--- src/verilog/vmRouterPkg.sv ---
`default_nettype none

package vmRouterPkg;

    localparam int nLinks      = 3;
    localparam int stubWidth   = 36;
    localparam int vmStubWidth = 18;
    localparam int addrWidth   = 6;
    localparam int regionCount = 8;

    // read address, stub count and event index share this width
    typedef logic [addrWidth-1:0] linkAddrT;

    // barrel field layout, msb first
    typedef struct packed {
        logic [1:0] rHigh;
        logic [6:0] rLow;
        logic       zSide;
        logic [3:0] zVm;
        logic [4:0] zLow;
        logic [2:0] phiRegion;
        logic [1:0] phiVm;
        logic [8:0] phiLow;
        logic [2:0] pt;
    } barrelStubT;

    // disk layout keeps phi and pt in the same place as the barrel
    typedef struct packed {
        logic [1:0] rTop;
        logic       zSide;
        logic [3:0] rVm;
        logic [4:0] rLow;
        logic [1:0] zVm;
        logic [4:0] zLow;
        logic [2:0] phiRegion;
        logic [1:0] phiVm;
        logic [8:0] phiLow;
        logic [2:0] pt;
    } diskStubT;

    typedef union packed {
        barrelStubT barrel;
        diskStubT   disk;
    } stubWordT;

    typedef struct packed {
        stubWordT word;
        linkAddrT index;
    } linkStubT;

    typedef struct packed {
        logic [stubWidth-1:0]   fullStub;
        logic [vmStubWidth-1:0] vmStub;
        logic [regionCount-1:0] regionMask;
    } routedStubT;

endpackage

`default_nettype wire

--- src/verilog/linkReader.sv ---
`timescale 1ns/1ps
`default_nettype none

module linkReader (
    input  wire                                                  clk,
    input  wire                                                  rstN,
    input  wire                                                  start,
    input  wire vmRouterPkg::linkAddrT [vmRouterPkg::nLinks-1:0] numberIn,
    input  wire vmRouterPkg::stubWordT [vmRouterPkg::nLinks-1:0] linkData,
    input  wire                                                  load,
    input  wire                                                  pipeEmpty,
    output logic [vmRouterPkg::nLinks-1:0]                       readEn,
    output vmRouterPkg::linkAddrT [vmRouterPkg::nLinks-1:0]      readAddr,
    output logic                                                 rdValid,
    output vmRouterPkg::linkStubT                                rdStub,
    output logic                                                 busy
);
    import vmRouterPkg::*;

    localparam int ptrWidth = $clog2(nLinks + 1);
    localparam logic [ptrWidth-1:0] noLink = ptrWidth'(nLinks);

    linkAddrT [nLinks-1:0] counts;
    logic [ptrWidth-1:0]   curLink;
    linkAddrT              curAddr;
    logic                  allIssued;
    logic                  issue;
    logic                  pop;
    logic                  readPending;
    logic [ptrWidth-1:0]   pendLink;
    linkStubT              bufMem [2];
    logic                  wrPtr;
    logic                  rdPtr;
    logic [1:0]            bufCount;
    logic [1:0]            occupancy;
    linkAddrT              eventIndex;

    // first link at or after fromLink that has stubs, noLink if none
    function automatic logic [ptrWidth-1:0] firstFrom(
        input logic [ptrWidth-1:0]   fromLink,
        input linkAddrT [nLinks-1:0] cnt
    );
        logic [ptrWidth-1:0] sel;
        sel = noLink;
        for (int i = nLinks - 1; i >= 0; i--) begin
            if (i >= fromLink && cnt[i] != '0) begin
                sel = ptrWidth'(i);
            end
        end
        return sel;
    endfunction

    ////////////////////////////////////////////////////////////
    // read issue

    assign allIssued = (curLink == noLink);
    assign pop       = rdValid && load;
    // a stub leaving this cycle frees its slot for a new read
    assign occupancy = bufCount + readPending - pop;
    assign issue     = busy && !allIssued && (occupancy < 2'd2);

    always_comb begin
        for (int i = 0; i < nLinks; i++) begin
            readEn[i]   = issue && (curLink == ptrWidth'(i));
            readAddr[i] = (curLink == ptrWidth'(i)) ? curAddr : '0;
        end
    end

    always_ff @(posedge clk or negedge rstN) begin
        if (!rstN) begin
            counts      <= '0;
            curLink     <= noLink;
            curAddr     <= '0;
            readPending <= 1'b0;
            pendLink    <= '0;
            busy        <= 1'b0;
        end else begin
            readPending <= issue;
            if (issue) begin
                pendLink <= curLink;
            end
            if (start) begin
                counts  <= numberIn;
                curLink <= firstFrom('0, numberIn);
                curAddr <= '0;
                busy    <= 1'b1;
            end else if (issue) begin
                if (curAddr == counts[curLink] - 1'b1) begin
                    curAddr <= '0;
                    curLink <= firstFrom(curLink + 1'b1, counts);
                end else begin
                    curAddr <= curAddr + 1'b1;
                end
            end else if (allIssued && !readPending && bufCount == '0 && pipeEmpty) begin
                busy <= 1'b0;
            end
        end
    end

    ////////////////////////////////////////////////////////////
    // two entry return buffer

    always_ff @(posedge clk or negedge rstN) begin
        if (!rstN) begin
            wrPtr      <= 1'b0;
            rdPtr      <= 1'b0;
            bufCount   <= '0;
            eventIndex <= '0;
        end else begin
            if (start) begin
                eventIndex <= '0;
            end else if (readPending) begin
                eventIndex <= eventIndex + 1'b1;
            end
            if (readPending) begin
                wrPtr <= !wrPtr;
            end
            if (pop) begin
                rdPtr <= !rdPtr;
            end
            bufCount <= bufCount + readPending - pop;
        end
    end

    // memory data is valid the cycle after its read
    always_ff @(posedge clk) begin
        if (readPending) begin
            bufMem[wrPtr] <= '{word: linkData[pendLink], index: eventIndex};
        end
    end

    assign rdValid = (bufCount != '0);
    assign rdStub  = bufMem[rdPtr];

endmodule

`default_nettype wire

--- src/verilog/stubFormatter.sv ---
`timescale 1ns/1ps
`default_nettype none

module stubFormatter #(
    parameter bit isBarrel = 1'b1,
    parameter bit oddLayer = 1'b1
) (
    input  wire                                 clk,
    input  wire                                 rstN,
    input  wire                                 load,
    input  wire vmRouterPkg::linkStubT          rdStub,
    output logic [vmRouterPkg::stubWidth-1:0]   fullStub,
    output logic [vmRouterPkg::vmStubWidth-1:0] vmStub
);
    import vmRouterPkg::*;

    stubWordT               word;
    logic [stubWidth-1:0]   fullNext;
    logic [vmStubWidth-1:0] vmNext;

    assign word = rdStub.word;

    // pt sits in the low bits of both views and moves to the top
    assign fullNext = {word.barrel.pt, word.barrel[stubWidth-1:3]};

    always_comb begin
        if (isBarrel) begin
            vmNext = {word.barrel.pt, rdStub.index, word.barrel.zVm,
                      word.barrel.phiRegion[2] ^ oddLayer, word.barrel.phiVm,
                      word.barrel.rHigh};
        end else begin
            // disk phi modules are offset the other way
            vmNext = {word.disk.pt, rdStub.index, word.disk.zVm,
                      word.disk.phiRegion[2] ^ ~oddLayer, word.disk.phiVm,
                      word.disk.rVm};
        end
    end

    always_ff @(posedge clk or negedge rstN) begin
        if (!rstN) begin
            fullStub <= '0;
            vmStub   <= '0;
        end else if (load) begin
            fullStub <= fullNext;
            vmStub   <= vmNext;
        end
    end

endmodule

`default_nettype wire

--- src/verilog/regionDecoder.sv ---
`timescale 1ns/1ps
`default_nettype none

module regionDecoder #(
    parameter bit isBarrel = 1'b1,
    parameter bit oddLayer = 1'b1
) (
    input  wire                                 clk,
    input  wire                                 rstN,
    input  wire                                 load,
    input  wire vmRouterPkg::linkStubT          rdStub,
    output logic [vmRouterPkg::regionCount-1:0] regionMask
);
    import vmRouterPkg::*;

    // first phi region of group 0
    localparam logic [2:0] offset = isBarrel ? 3'(oddLayer) : 3'(!oddLayer);

    stubWordT               word;
    logic [2:0]             phiRegion;
    logic                   zSide;
    logic [2:0]             phiDelta;
    logic [1:0]             group;
    logic [regionCount-1:0] maskNext;

    assign word      = rdStub.word;
    // phi region sits at the same bits in both views
    assign phiRegion = word.barrel.phiRegion;
    assign zSide     = isBarrel ? word.barrel.zSide : word.disk.zSide;
    assign phiDelta  = phiRegion - offset;

    // two phi regions per group
    // a three bit delta halves to at most group 3
    assign group = phiDelta[2:1];

    always_comb begin
        if (word == '0 || phiRegion < offset) begin
            maskNext = '0;
        end else begin
            // lower four bits for z side 0, upper four for z side 1
            maskNext = regionCount'(1) << {zSide, group};
        end
    end

    always_ff @(posedge clk or negedge rstN) begin
        if (!rstN) begin
            regionMask <= '0;
        end else if (load) begin
            regionMask <= maskNext;
        end
    end

endmodule

`default_nettype wire

--- src/verilog/stubMerger.sv ---
`timescale 1ns/1ps
`default_nettype none

module stubMerger (
    input  wire                                 clk,
    input  wire                                 rstN,
    input  wire                                 rdValid,
    input  wire [vmRouterPkg::stubWidth-1:0]    fullStub,
    input  wire [vmRouterPkg::vmStubWidth-1:0]  vmStub,
    input  wire [vmRouterPkg::regionCount-1:0]  regionMask,
    input  wire                                 outReady,
    output logic                                load,
    output logic                                pipeEmpty,
    output logic                                outValid,
    output vmRouterPkg::routedStubT             outStub
);
    logic stageValid;
    logic outFree;
    logic move;

    // output register is free when empty or being accepted now
    assign outFree   = !outValid || outReady;
    assign move      = stageValid && outFree;
    assign load      = !stageValid || move;
    assign pipeEmpty = !stageValid && !outValid;

    always_ff @(posedge clk or negedge rstN) begin
        if (!rstN) begin
            stageValid <= 1'b0;
            outValid   <= 1'b0;
        end else begin
            if (rdValid && load) begin
                stageValid <= 1'b1;
            end else if (move) begin
                stageValid <= 1'b0;
            end
            if (move) begin
                outValid <= 1'b1;
            end else if (outReady) begin
                outValid <= 1'b0;
            end
        end
    end

    // held while stalled since move needs a free output
    always_ff @(posedge clk) begin
        if (move) begin
            outStub <= '{fullStub: fullStub, vmStub: vmStub, regionMask: regionMask};
        end
    end

endmodule

`default_nettype wire

--- src/verilog/vmRouter.sv ---
`timescale 1ns/1ps
`default_nettype none

module vmRouter #(
    parameter bit isBarrel = 1'b1,
    parameter bit oddLayer = 1'b1
) (
    input  wire                                                  clk,
    input  wire                                                  rstN,
    input  wire                                                  start,
    input  wire vmRouterPkg::linkAddrT [vmRouterPkg::nLinks-1:0] numberIn,
    output logic [vmRouterPkg::nLinks-1:0]                       readEn,
    output vmRouterPkg::linkAddrT [vmRouterPkg::nLinks-1:0]      readAddr,
    input  wire vmRouterPkg::stubWordT [vmRouterPkg::nLinks-1:0] linkData,
    output logic                                                 outValid,
    input  wire                                                  outReady,
    output vmRouterPkg::routedStubT                              outStub,
    output logic                                                 busy
);
    import vmRouterPkg::*;

    logic                   rdValid;
    linkStubT               rdStub;
    logic                   load;
    logic                   pipeEmpty;
    logic [stubWidth-1:0]   fullStub;
    logic [vmStubWidth-1:0] vmStub;
    logic [regionCount-1:0] regionMask;

    ////////////////////////////////////////////////////////////
    // link reads

    linkReader reader (
        .clk       (clk),
        .rstN      (rstN),
        .start     (start),
        .numberIn  (numberIn),
        .linkData  (linkData),
        .load      (load),
        .pipeEmpty (pipeEmpty),
        .readEn    (readEn),
        .readAddr  (readAddr),
        .rdValid   (rdValid),
        .rdStub    (rdStub),
        .busy      (busy)
    );

    ////////////////////////////////////////////////////////////
    // formatter and decoder see the same stub in parallel

    stubFormatter #(
        .isBarrel (isBarrel),
        .oddLayer (oddLayer)
    ) formatter (
        .clk      (clk),
        .rstN     (rstN),
        .load     (load),
        .rdStub   (rdStub),
        .fullStub (fullStub),
        .vmStub   (vmStub)
    );

    regionDecoder #(
        .isBarrel (isBarrel),
        .oddLayer (oddLayer)
    ) decoder (
        .clk        (clk),
        .rstN       (rstN),
        .load       (load),
        .rdStub     (rdStub),
        .regionMask (regionMask)
    );

    stubMerger merger (
        .clk        (clk),
        .rstN       (rstN),
        .rdValid    (rdValid),
        .fullStub   (fullStub),
        .vmStub     (vmStub),
        .regionMask (regionMask),
        .outReady   (outReady),
        .load       (load),
        .pipeEmpty  (pipeEmpty),
        .outValid   (outValid),
        .outStub    (outStub)
    );

endmodule

`default_nettype wire

--- config.mk ---
export PLATFORM = sky130hd
export DESIGN_NAME = vmRouter
export DESIGN_NICKNAME = d
export VERILOG_FILES = /design/src/verilog/vmRouterPkg.sv /design/src/verilog/linkReader.sv /design/src/verilog/stubFormatter.sv /design/src/verilog/regionDecoder.sv /design/src/verilog/stubMerger.sv /design/src/verilog/vmRouter.sv
export SDC_FILE = /design/constraint.sdc
export NUM_CORES = 1
export LEC_CHECK = 0
export ABC_AREA = 1
export BUFFER_PORTS_ARGS = -buffer_cell sky130_fd_sc_hd__buf_4
export CORE_AREA = 2 2 173 175
export DETAILED_ROUTE_END_ITERATION = 7
export DIE_AREA = 0 0 175 177
export GPL_TIMING_DRIVEN = 0
export PLACE_DENSITY = 0.63
export SLEW_MARGIN = 5
export SYNTH_ARGS = -nofsm -noshare
export SYNTH_HDL_FRONTEND = slang
export SYNTH_SLANG_ARGS = --single-unit
export TNS_END_PERCENT = 10
--- constraint.sdc ---
create_clock -name clk -period 9.25 [get_ports clk]
set_input_delay 1.85 -clock clk [delete_from_list [all_inputs] [get_ports clk]]
set_output_delay 1.85 -clock clk [all_outputs]
set_load 0.005 [all_outputs]
==> reports/qor.yml, run 1 <==
fin_cells: 1626
port_buffers: 213
gr-usage-met1_pct: 23.3
place_ws_ns: 2.88
numCtsBuffers: 25
setup_tns_ns: 0
hold_path.class: "flop to flop"
maxCapViolations: 0
cts_setup_buffers: 0
crit_family: "simple AND/OR/NAND/NOR gates"
grt.busiest_layer: "met2"
cts_buffer_depth: 3
ys.flop_type: "edfxtp_1"
fin_ws_ns: 2.94
synth.most_common_cell: "nand2_1"
grt_usage_pct: 18.3
n_antenna_cell: 0
finalPower_mw: 4.48
hpwl_mm: 20.6
die_w_um: 175
ys_top_cells_by_count: "nand2_1, nor2_1, edfxtp_1"
netlist_instances: 973
tritoncts: "built"
grtUsageMet3_pct: 2.84
max_freq_mhz: 158
cts_hold_buffers: 0
fp.dieH_um: 177
timing.critical_path.slowest_stage_cell: "nor2_1"
leakage_nw: 5.78
ys_seq_area_share_pct: 63.6
cts_resized: 0
dpl-instance-area_um2: 12200
layout_min_cycle_time_ns: 6.31
powerDensity_nw_per_um2: 342
first_pass_iters: 5
final_nets: 1359
slew_viol_final: 0
required_ns: 7.40
min_period_over_period_pct: 68.2
yosys.area.top_type: "edfxtp_1"
worst-path-max-fanout: 9
post_drt_wl_per_cell_um: 17.5
syn_area_um2: 10000
io_pins: 215
start_util_pct: 34.3
syn_area_per_cell_um2: 10.3
clock_sinks: 228
drc: 0
clk_latency_ns: 0.54
area_growth_pct: 30.6
num_vias: 7882
cp_cell_sequence: "buf_4, inv_1, nand2_1, nor2_1, inv_2, nand2_1, inv_1, ha_1, inv_1, ha_1, xor2_1, xnor2_1, nand3_1, nor2_1, buf_4"
ys_seq_elements: 228
grt_overflow: 0
h-tree-depth: 1
core-area_um2: 29200
cp-start-kind: "input pin"
dieArea_um2: 31000
drtIter0Drc: 495
synth_cell_type_count: 43
drive_above_1_share_pct: 25.5
synth.area.top_cells: "edfxtp_1, dfrtp_1, nand2_1, nor2_1, nand3_1"
antenna_found_initial: 0
rsz0062_at_grt: "no"
setup_viol: 0
grt_max_degree: 94
synth_edf_count: 135
synth.top_cell.area_share_pct: 40.4
critical_path_class: "input pin to primary output"
clock-root-buffer: "clkbuf_16"
cp-end-kind: "primary output"
hold_viol: 0
ant_nets: 0
finalInstanceArea_um2: 13100
cp.arrival_ns: 4.46
cp_common_cell: "inv_1"
fillerInstances: 2759
dp.cells: 1579
synth_warnings: 0
grt_pass1_vias: 7800
wl_mm: 28.4
gp_congestion: 0.847
status: "complete, no violations"
relSlewSlack_pct: 41.6
skew_ns: 0.0316
syn_nets: 1115
met2_usage_pct: 31.9
peakVddDrop_v: 0.000110
tightest_slew_ns: 0.875
grt_first_pass_wirelength_mm: 43.2
synthArstFlopShare_pct: 40.8
routed_via_density: 4.85
cts.clk_slew.worst_paths_ns: 0.06
worst-path-buf-inv: 6
critPathMaxStageDelay_ns: 0.38
placement_rows: 63
final timing paths:
path / startpoint / end / slack, ns / cells after the start
setup / recovery: outReady / readEn[0] / 2.94 / 15
hold / removal: formatter.vmStub[8]$_DFFE_PN0N_ / merger.outStub[16]$_DFFE_PP_ / 0.44 / 0
setup reg to reg: merger.outValid$_DFFE_PN0P_ / reader.curAddr[2]$_DFFE_PN0P_ / 5.91 / 16
hold reg to reg: formatter.vmStub[8]$_DFFE_PN0N_ / merger.outStub[16]$_DFFE_PP_ / 0.44 / 0
max in group asynchronous: rstN / formatter.vmStub[14]$_DFFE_PN0N_ / 7.43 / 2
min in group asynchronous: rstN / reader.curAddr[1]$_DFFE_PN0P_ / 1.19 / 1
cell type report:
cell class | instances | area [um^2] | share of cell area (%)
Sequential cell | 228 | 6380 | 48.7
Timing Repair Buffer | 217 | 1690 | 12.9
Buffer | 59 | 312 | 2.38
Inverter | 69 | 272 | 2.07
Clock inverter | 15 | 171 | 1.31
Tap cell | 390 | 488 | 3.72
Multi-Input combinational cell | 617 | 3090 | 23.6
Clock buffer | 31 | 698 | 5.33
kinds of logic (layout without fill, tap and decap cells):
family | count (synthesis) | after routing | share of synthesized area (%)
adder cells (fa/ha/maj) | 12 | 12 | 1.50
XOR/XNOR | 11 | 11 | 0.960
AO/OA/AOI/OAI | 122 | 122 | 7.68
AND/OR/NAND/NOR | 467 | 467 | 20.0
flip-flops | 228 | 228 | 63.6
buffers and inverters | 128 | 391 | 5.81
multiplexers | 5 | 5 | 0.499
metrics by stage:
step | util [%] | hold slack, ns
after detailed placement | 41.7 | 0.433
after floorplan | - | 0.425
after global routing | 44.8 | 0.456
after global placement | 41.5 | 0.432
final | 44.8 | 0.444
after CTS | 44.7 | 0.442
power breakdown:
group,total [mW],switching [mW],internal [mW]
logic,1.67,1.06,0.613
registers,1.77,0.166,1.60
clock network,1.04,0.414,0.623
flip-flops by register name (all words and copies together), names as in the netlist, 2 cells and up:
name and count:
reader.bufMem 84, merger.outStub 51, formatter.fullStub 25, formatter.vmStub 18
reader.counts 18, decoder.regionMask 8, reader.curAddr 6, reader.eventIndex 6
reader.bufCount 2, reader.curLink 2, reader.pendLink 2
routing by layer:
metal | part of all wire, % | up-vias
li1 | - | 3794
met1 | 42 | 3773
met2 | 49 | 272
met3 | 5.6 | 43
met4 | 2.6 | 0
met5 | 0 | -
cells in the final DEF, fill, tap and decap left out, drive strengths merged:
master / instances
inv: 71
a31oi: 34
a22o: 2
o21bai: 1
xor2: 9
o21ai: 37
dfstp: 2
or2: 1
mux2i: 5
dfrtp: 91
and3: 1
a21bo: 1
ha: 12
nand3b: 2
nor2: 140
nand4: 14
o22ai: 2
nor4: 4
nor3: 9
clkbuf: 63
and2: 1
nand2: 228
bufinv: 3
buf: 244
a21oi: 7
edfxtp: 135
nand3: 67
o211ai: 1
o31ai: 36
xnor2: 2
o41ai: 1
clkinvlp: 3
clkinv: 7
(Power assumes the default switching activity.)
==> run 2, diff against run 1 <==
- ABC_AREA: 1 -> 0
- CORE_AREA: 2 2 173 175 -> 2 2 171 173
- DIE_AREA: 0 0 175 177 -> 0 0 173 175
- clock period: 9.25 -> 6.1 ns (I/O delays scaled with it)
==> run 2 against run 1 <==
Against the previous run:
- synthesized cell count decreased by 22%
- register-to-register slack got worse by 3.8 ns
- setup slack got worse by 2.7 ns
- critical path type unchanged
==> reports/qor.yml, run 2 <==
die_w_um: 173  # -1.1%
cp.arrival_ns: 4.63  # +0.17 ns
dieArea_um2: 30300  # -2.3%
cts_hold_buffers: 0  # unchanged
drc: 0  # unchanged
critical_path_class: "input pin to primary output"
max_freq_mhz: 171
wl_mm: 24.7  # -13%
netlist_instances: 758  # -22%
final_common_cell: "buf_4"
grt_pass1_vias: 6881  # -12%
synth_warnings: 0  # unchanged
leakage_nw: 5.23  # -9.6%
mostFrequentLayoutCells: "buf_4, edfxtp_1, nand2_1"
port_buffers: 214  # +0.47%
largest_reg_flops: 84  # unchanged
powerDensity_nw_per_um2: 501  # +47%
min_from: "formatter.vmStub[11]$_DFFE_PN0N_"
routed_via_density: 4.74  # -2.1%
num_vias: 6661  # -15%
cts_buffer_depth: 3  # unchanged
startpoint: "outReady"
cts_resized: 0  # unchanged
clock_sinks: 228  # unchanged
r2r_end: "reader.curAddr[4]$_DFFE_PN0P_"
worst-path-max-fanout: 10  # +1
ys_top_cells_by_count: "edfxtp_1, nand2_1, dfrtp_1"
first_pass_iters: 4  # -1
core-area_um2: 28400  # -2.9%
ant_nets: 0  # unchanged
rsz0062_at_grt: "no"
peakVddDrop_v: 0.000204  # +85%
layout_min_cycle_time_ns: 5.85
syn_area_um2: 9780  # -2.5%
drive_above_1_share_pct: 29.3  # +3.8 points
skew_ns: 0.0248  # -0.00689 ns
clock-root-buffer: "clkbuf_16"
crit_family: "simple AND/OR/NAND/NOR gates"
reg2reg_depth: 14  # -2
relSlewSlack_pct: 24.2  # -17 points
timing.critical_path.slowest_stage_cell: "clkbuf_1"
h-tree-depth: 1  # unchanged
place_ws_ns: 0.295  # -2.59 ns
maxCapViolations: 0  # unchanged
tightest_slew_ns: 1.14  # +0.263 ns
reg_top3: "reader.bufMem (84), merger.outStub (51), formatter.fullStub (25)"
drtIter0Drc: 352  # -29%
hold_viol: 0  # unchanged
placement_rows: 62  # -1.6%
min_period_over_period_pct: 95.9
synth_edf_count: 135  # unchanged
ys.flop_type: "edfxtp_1"
syn_nets: 900  # -19%
ys_seq_elements: 228  # unchanged
hpwl_mm: 18.3  # -11%
grt_max_degree: 94  # unchanged
status: "complete, no violations"
critPathMaxStageDelay_ns: 0.60  # +0.22 ns
grt_overflow: 0  # unchanged
fp.dieH_um: 175  # -1.1%
grt_first_pass_wirelength_mm: 38.3  # -11%
setup_viol: 0  # unchanged
synth.top_cell.area_share_pct: 41.4  # +1.1 points
post_drt_wl_per_cell_um: 17.6  # +0.82%
top_register: "reader.bufMem"
synth_cell_type_count: 50  # +16%
reg2reg_from: "merger.outValid$_DFFE_PN0P_"
synthArstFlopShare_pct: 40.8  # unchanged
synth.area.top_cells: "edfxtp_1, dfrtp_1, mux2i_1, o21ai_0, nand2_1"
io_pins: 215  # unchanged
tritoncts: "built"
synth.most_common_cell: "edfxtp_1"
cp-start-kind: "input pin"
yosys.area.top_type: "edfxtp_1"
area_growth_pct: 30.7
antenna_found_initial: 0  # unchanged
grt_usage_pct: 16.2  # -2.1 points
r2r_slack_ns: 2.09  # -3.82 ns
ys_seq_area_share_pct: 65.3  # +1.7 points
n_antenna_cell: 0  # unchanged
cts.clk_slew.worst_paths_ns: 0.06  # about the same
syn_area_per_cell_um2: 12.9  # +25%
cts_setup_buffers: 0  # unchanged
hold_path.class: "flop to flop"
cp_cell_sequence: "buf_4, nand2b_1, nor2_1, clkbuf_1, nor2_1, ha_1, inv_1, ha_1, xnor2_1, xnor2_1, or3b_1, clkbuf_1, inv_1, and2_1, buf_4"
start_util_pct: 34.5  # +0.13 points
worst-path-buf-inv: 6  # unchanged
final_nets: 1144  # -16%
fillerInstances: 2623  # -4.9%
numCtsBuffers: 24  # -4.0%
holdPathEnd: "merger.outStub[19]$_DFFE_PP_"
slew_viol_final: 0  # unchanged
worstHoldPathCells: 0  # unchanged
gp_congestion: 0.804  # -5.0%
clk_latency_ns: 0.52  # -0.02 ns
required_ns: 4.88  # -2.52 ns
cp-end-kind: "primary output"
setup_tns_ns: 0  # unchanged
fin_ws_ns: 0.250  # -2.69 ns
[run 2: cell count changes after synthesis, sizes merged, moves of 19 or more]
cell,previous run,this run
mux2i,5,87
a31oi,34,2
mux2,0,19
nor2,140,21
o31ai,36,1
inv,69,8
nand2,228,107
and2,1,23
o21ai,37,90
nand3,67,2
[run 2: kinds of logic after synthesis]
kind of cell / share of synthesized area, %
adders and majority gates: 1.53
muxes: 11.1
AOI/OAI and AO/OA: 7.37
buffers and inverters: 2.74
DFF: 65.3
and+or+nand+nor: 10.7
xor gates and xnor gates: 1.34
[run 2: how the worst max path moves through the flow]
stage                     depth (start not counted)         to
after floorplan                                  13  readEn[0]
after global placement                           15  readEn[2]
after detailed placement                         15  readEn[1]
after CTS                                        15  readEn[1]
after global routing                             15  readEn[0]
final                                            15  readEn[1]
[run 2: metal layers]
layer	GRT usage [%]	wire length (um)	share of wire (%)	up-vias
met5	0	0	0	-
met4	3.32	418	1.7	0
met3	3.76	1690	6.8	31
met2	27.6	11900	48	235
met1	21.3	10700	43	3156
li1	-	-	-	3239
[run 2: report_power, final]
| part | switching [mW] | internal, mW | leakage (nW) |
|---|---|---|---|
| Combinational | 1.29 | 0.902 | 2.39 |
| Sequential | 0.294 | 2.43 | 2.44 |
| Clock | 0.580 | 0.907 | 0.399 |
| Total | 2.17 | 4.24 | 5.23 |
[run 2: layout make-up]
cell class                      instances  area, um^2  share of cell area, %
Timing Repair Buffer                  218        1700                   13.3
Buffer                                 50         238                   1.86
Clock inverter                         14         181                   1.42
Sequential cell                       228        6380                   49.9
Tap cell                              384         480                   3.76
Multi-Input combinational cell        472        3140                   24.6
Inverter                                8        30.0                  0.235
Clock buffer                           30         633                   4.95
[run 2: through the flow]
stage / hold WS [ns] / cell area [um^2] / cells / utilization, % / power [mW]
global placement: 0.431 / 11900 / 1356 / 41.8 / 4.89
global route: 0.445 / 12800 / 1404 / 45.0 / 6.79
detailed placement: 0.434 / 11900 / 1359 / 42.1 / 4.97
floorplan: 0.425 / 9780 / 758 / - / 3.94
CTS: 0.442 / 12800 / 1403 / 44.9 / 6.47
finish: 0.445 / 12800 / 1404 / 45.0 / 6.40
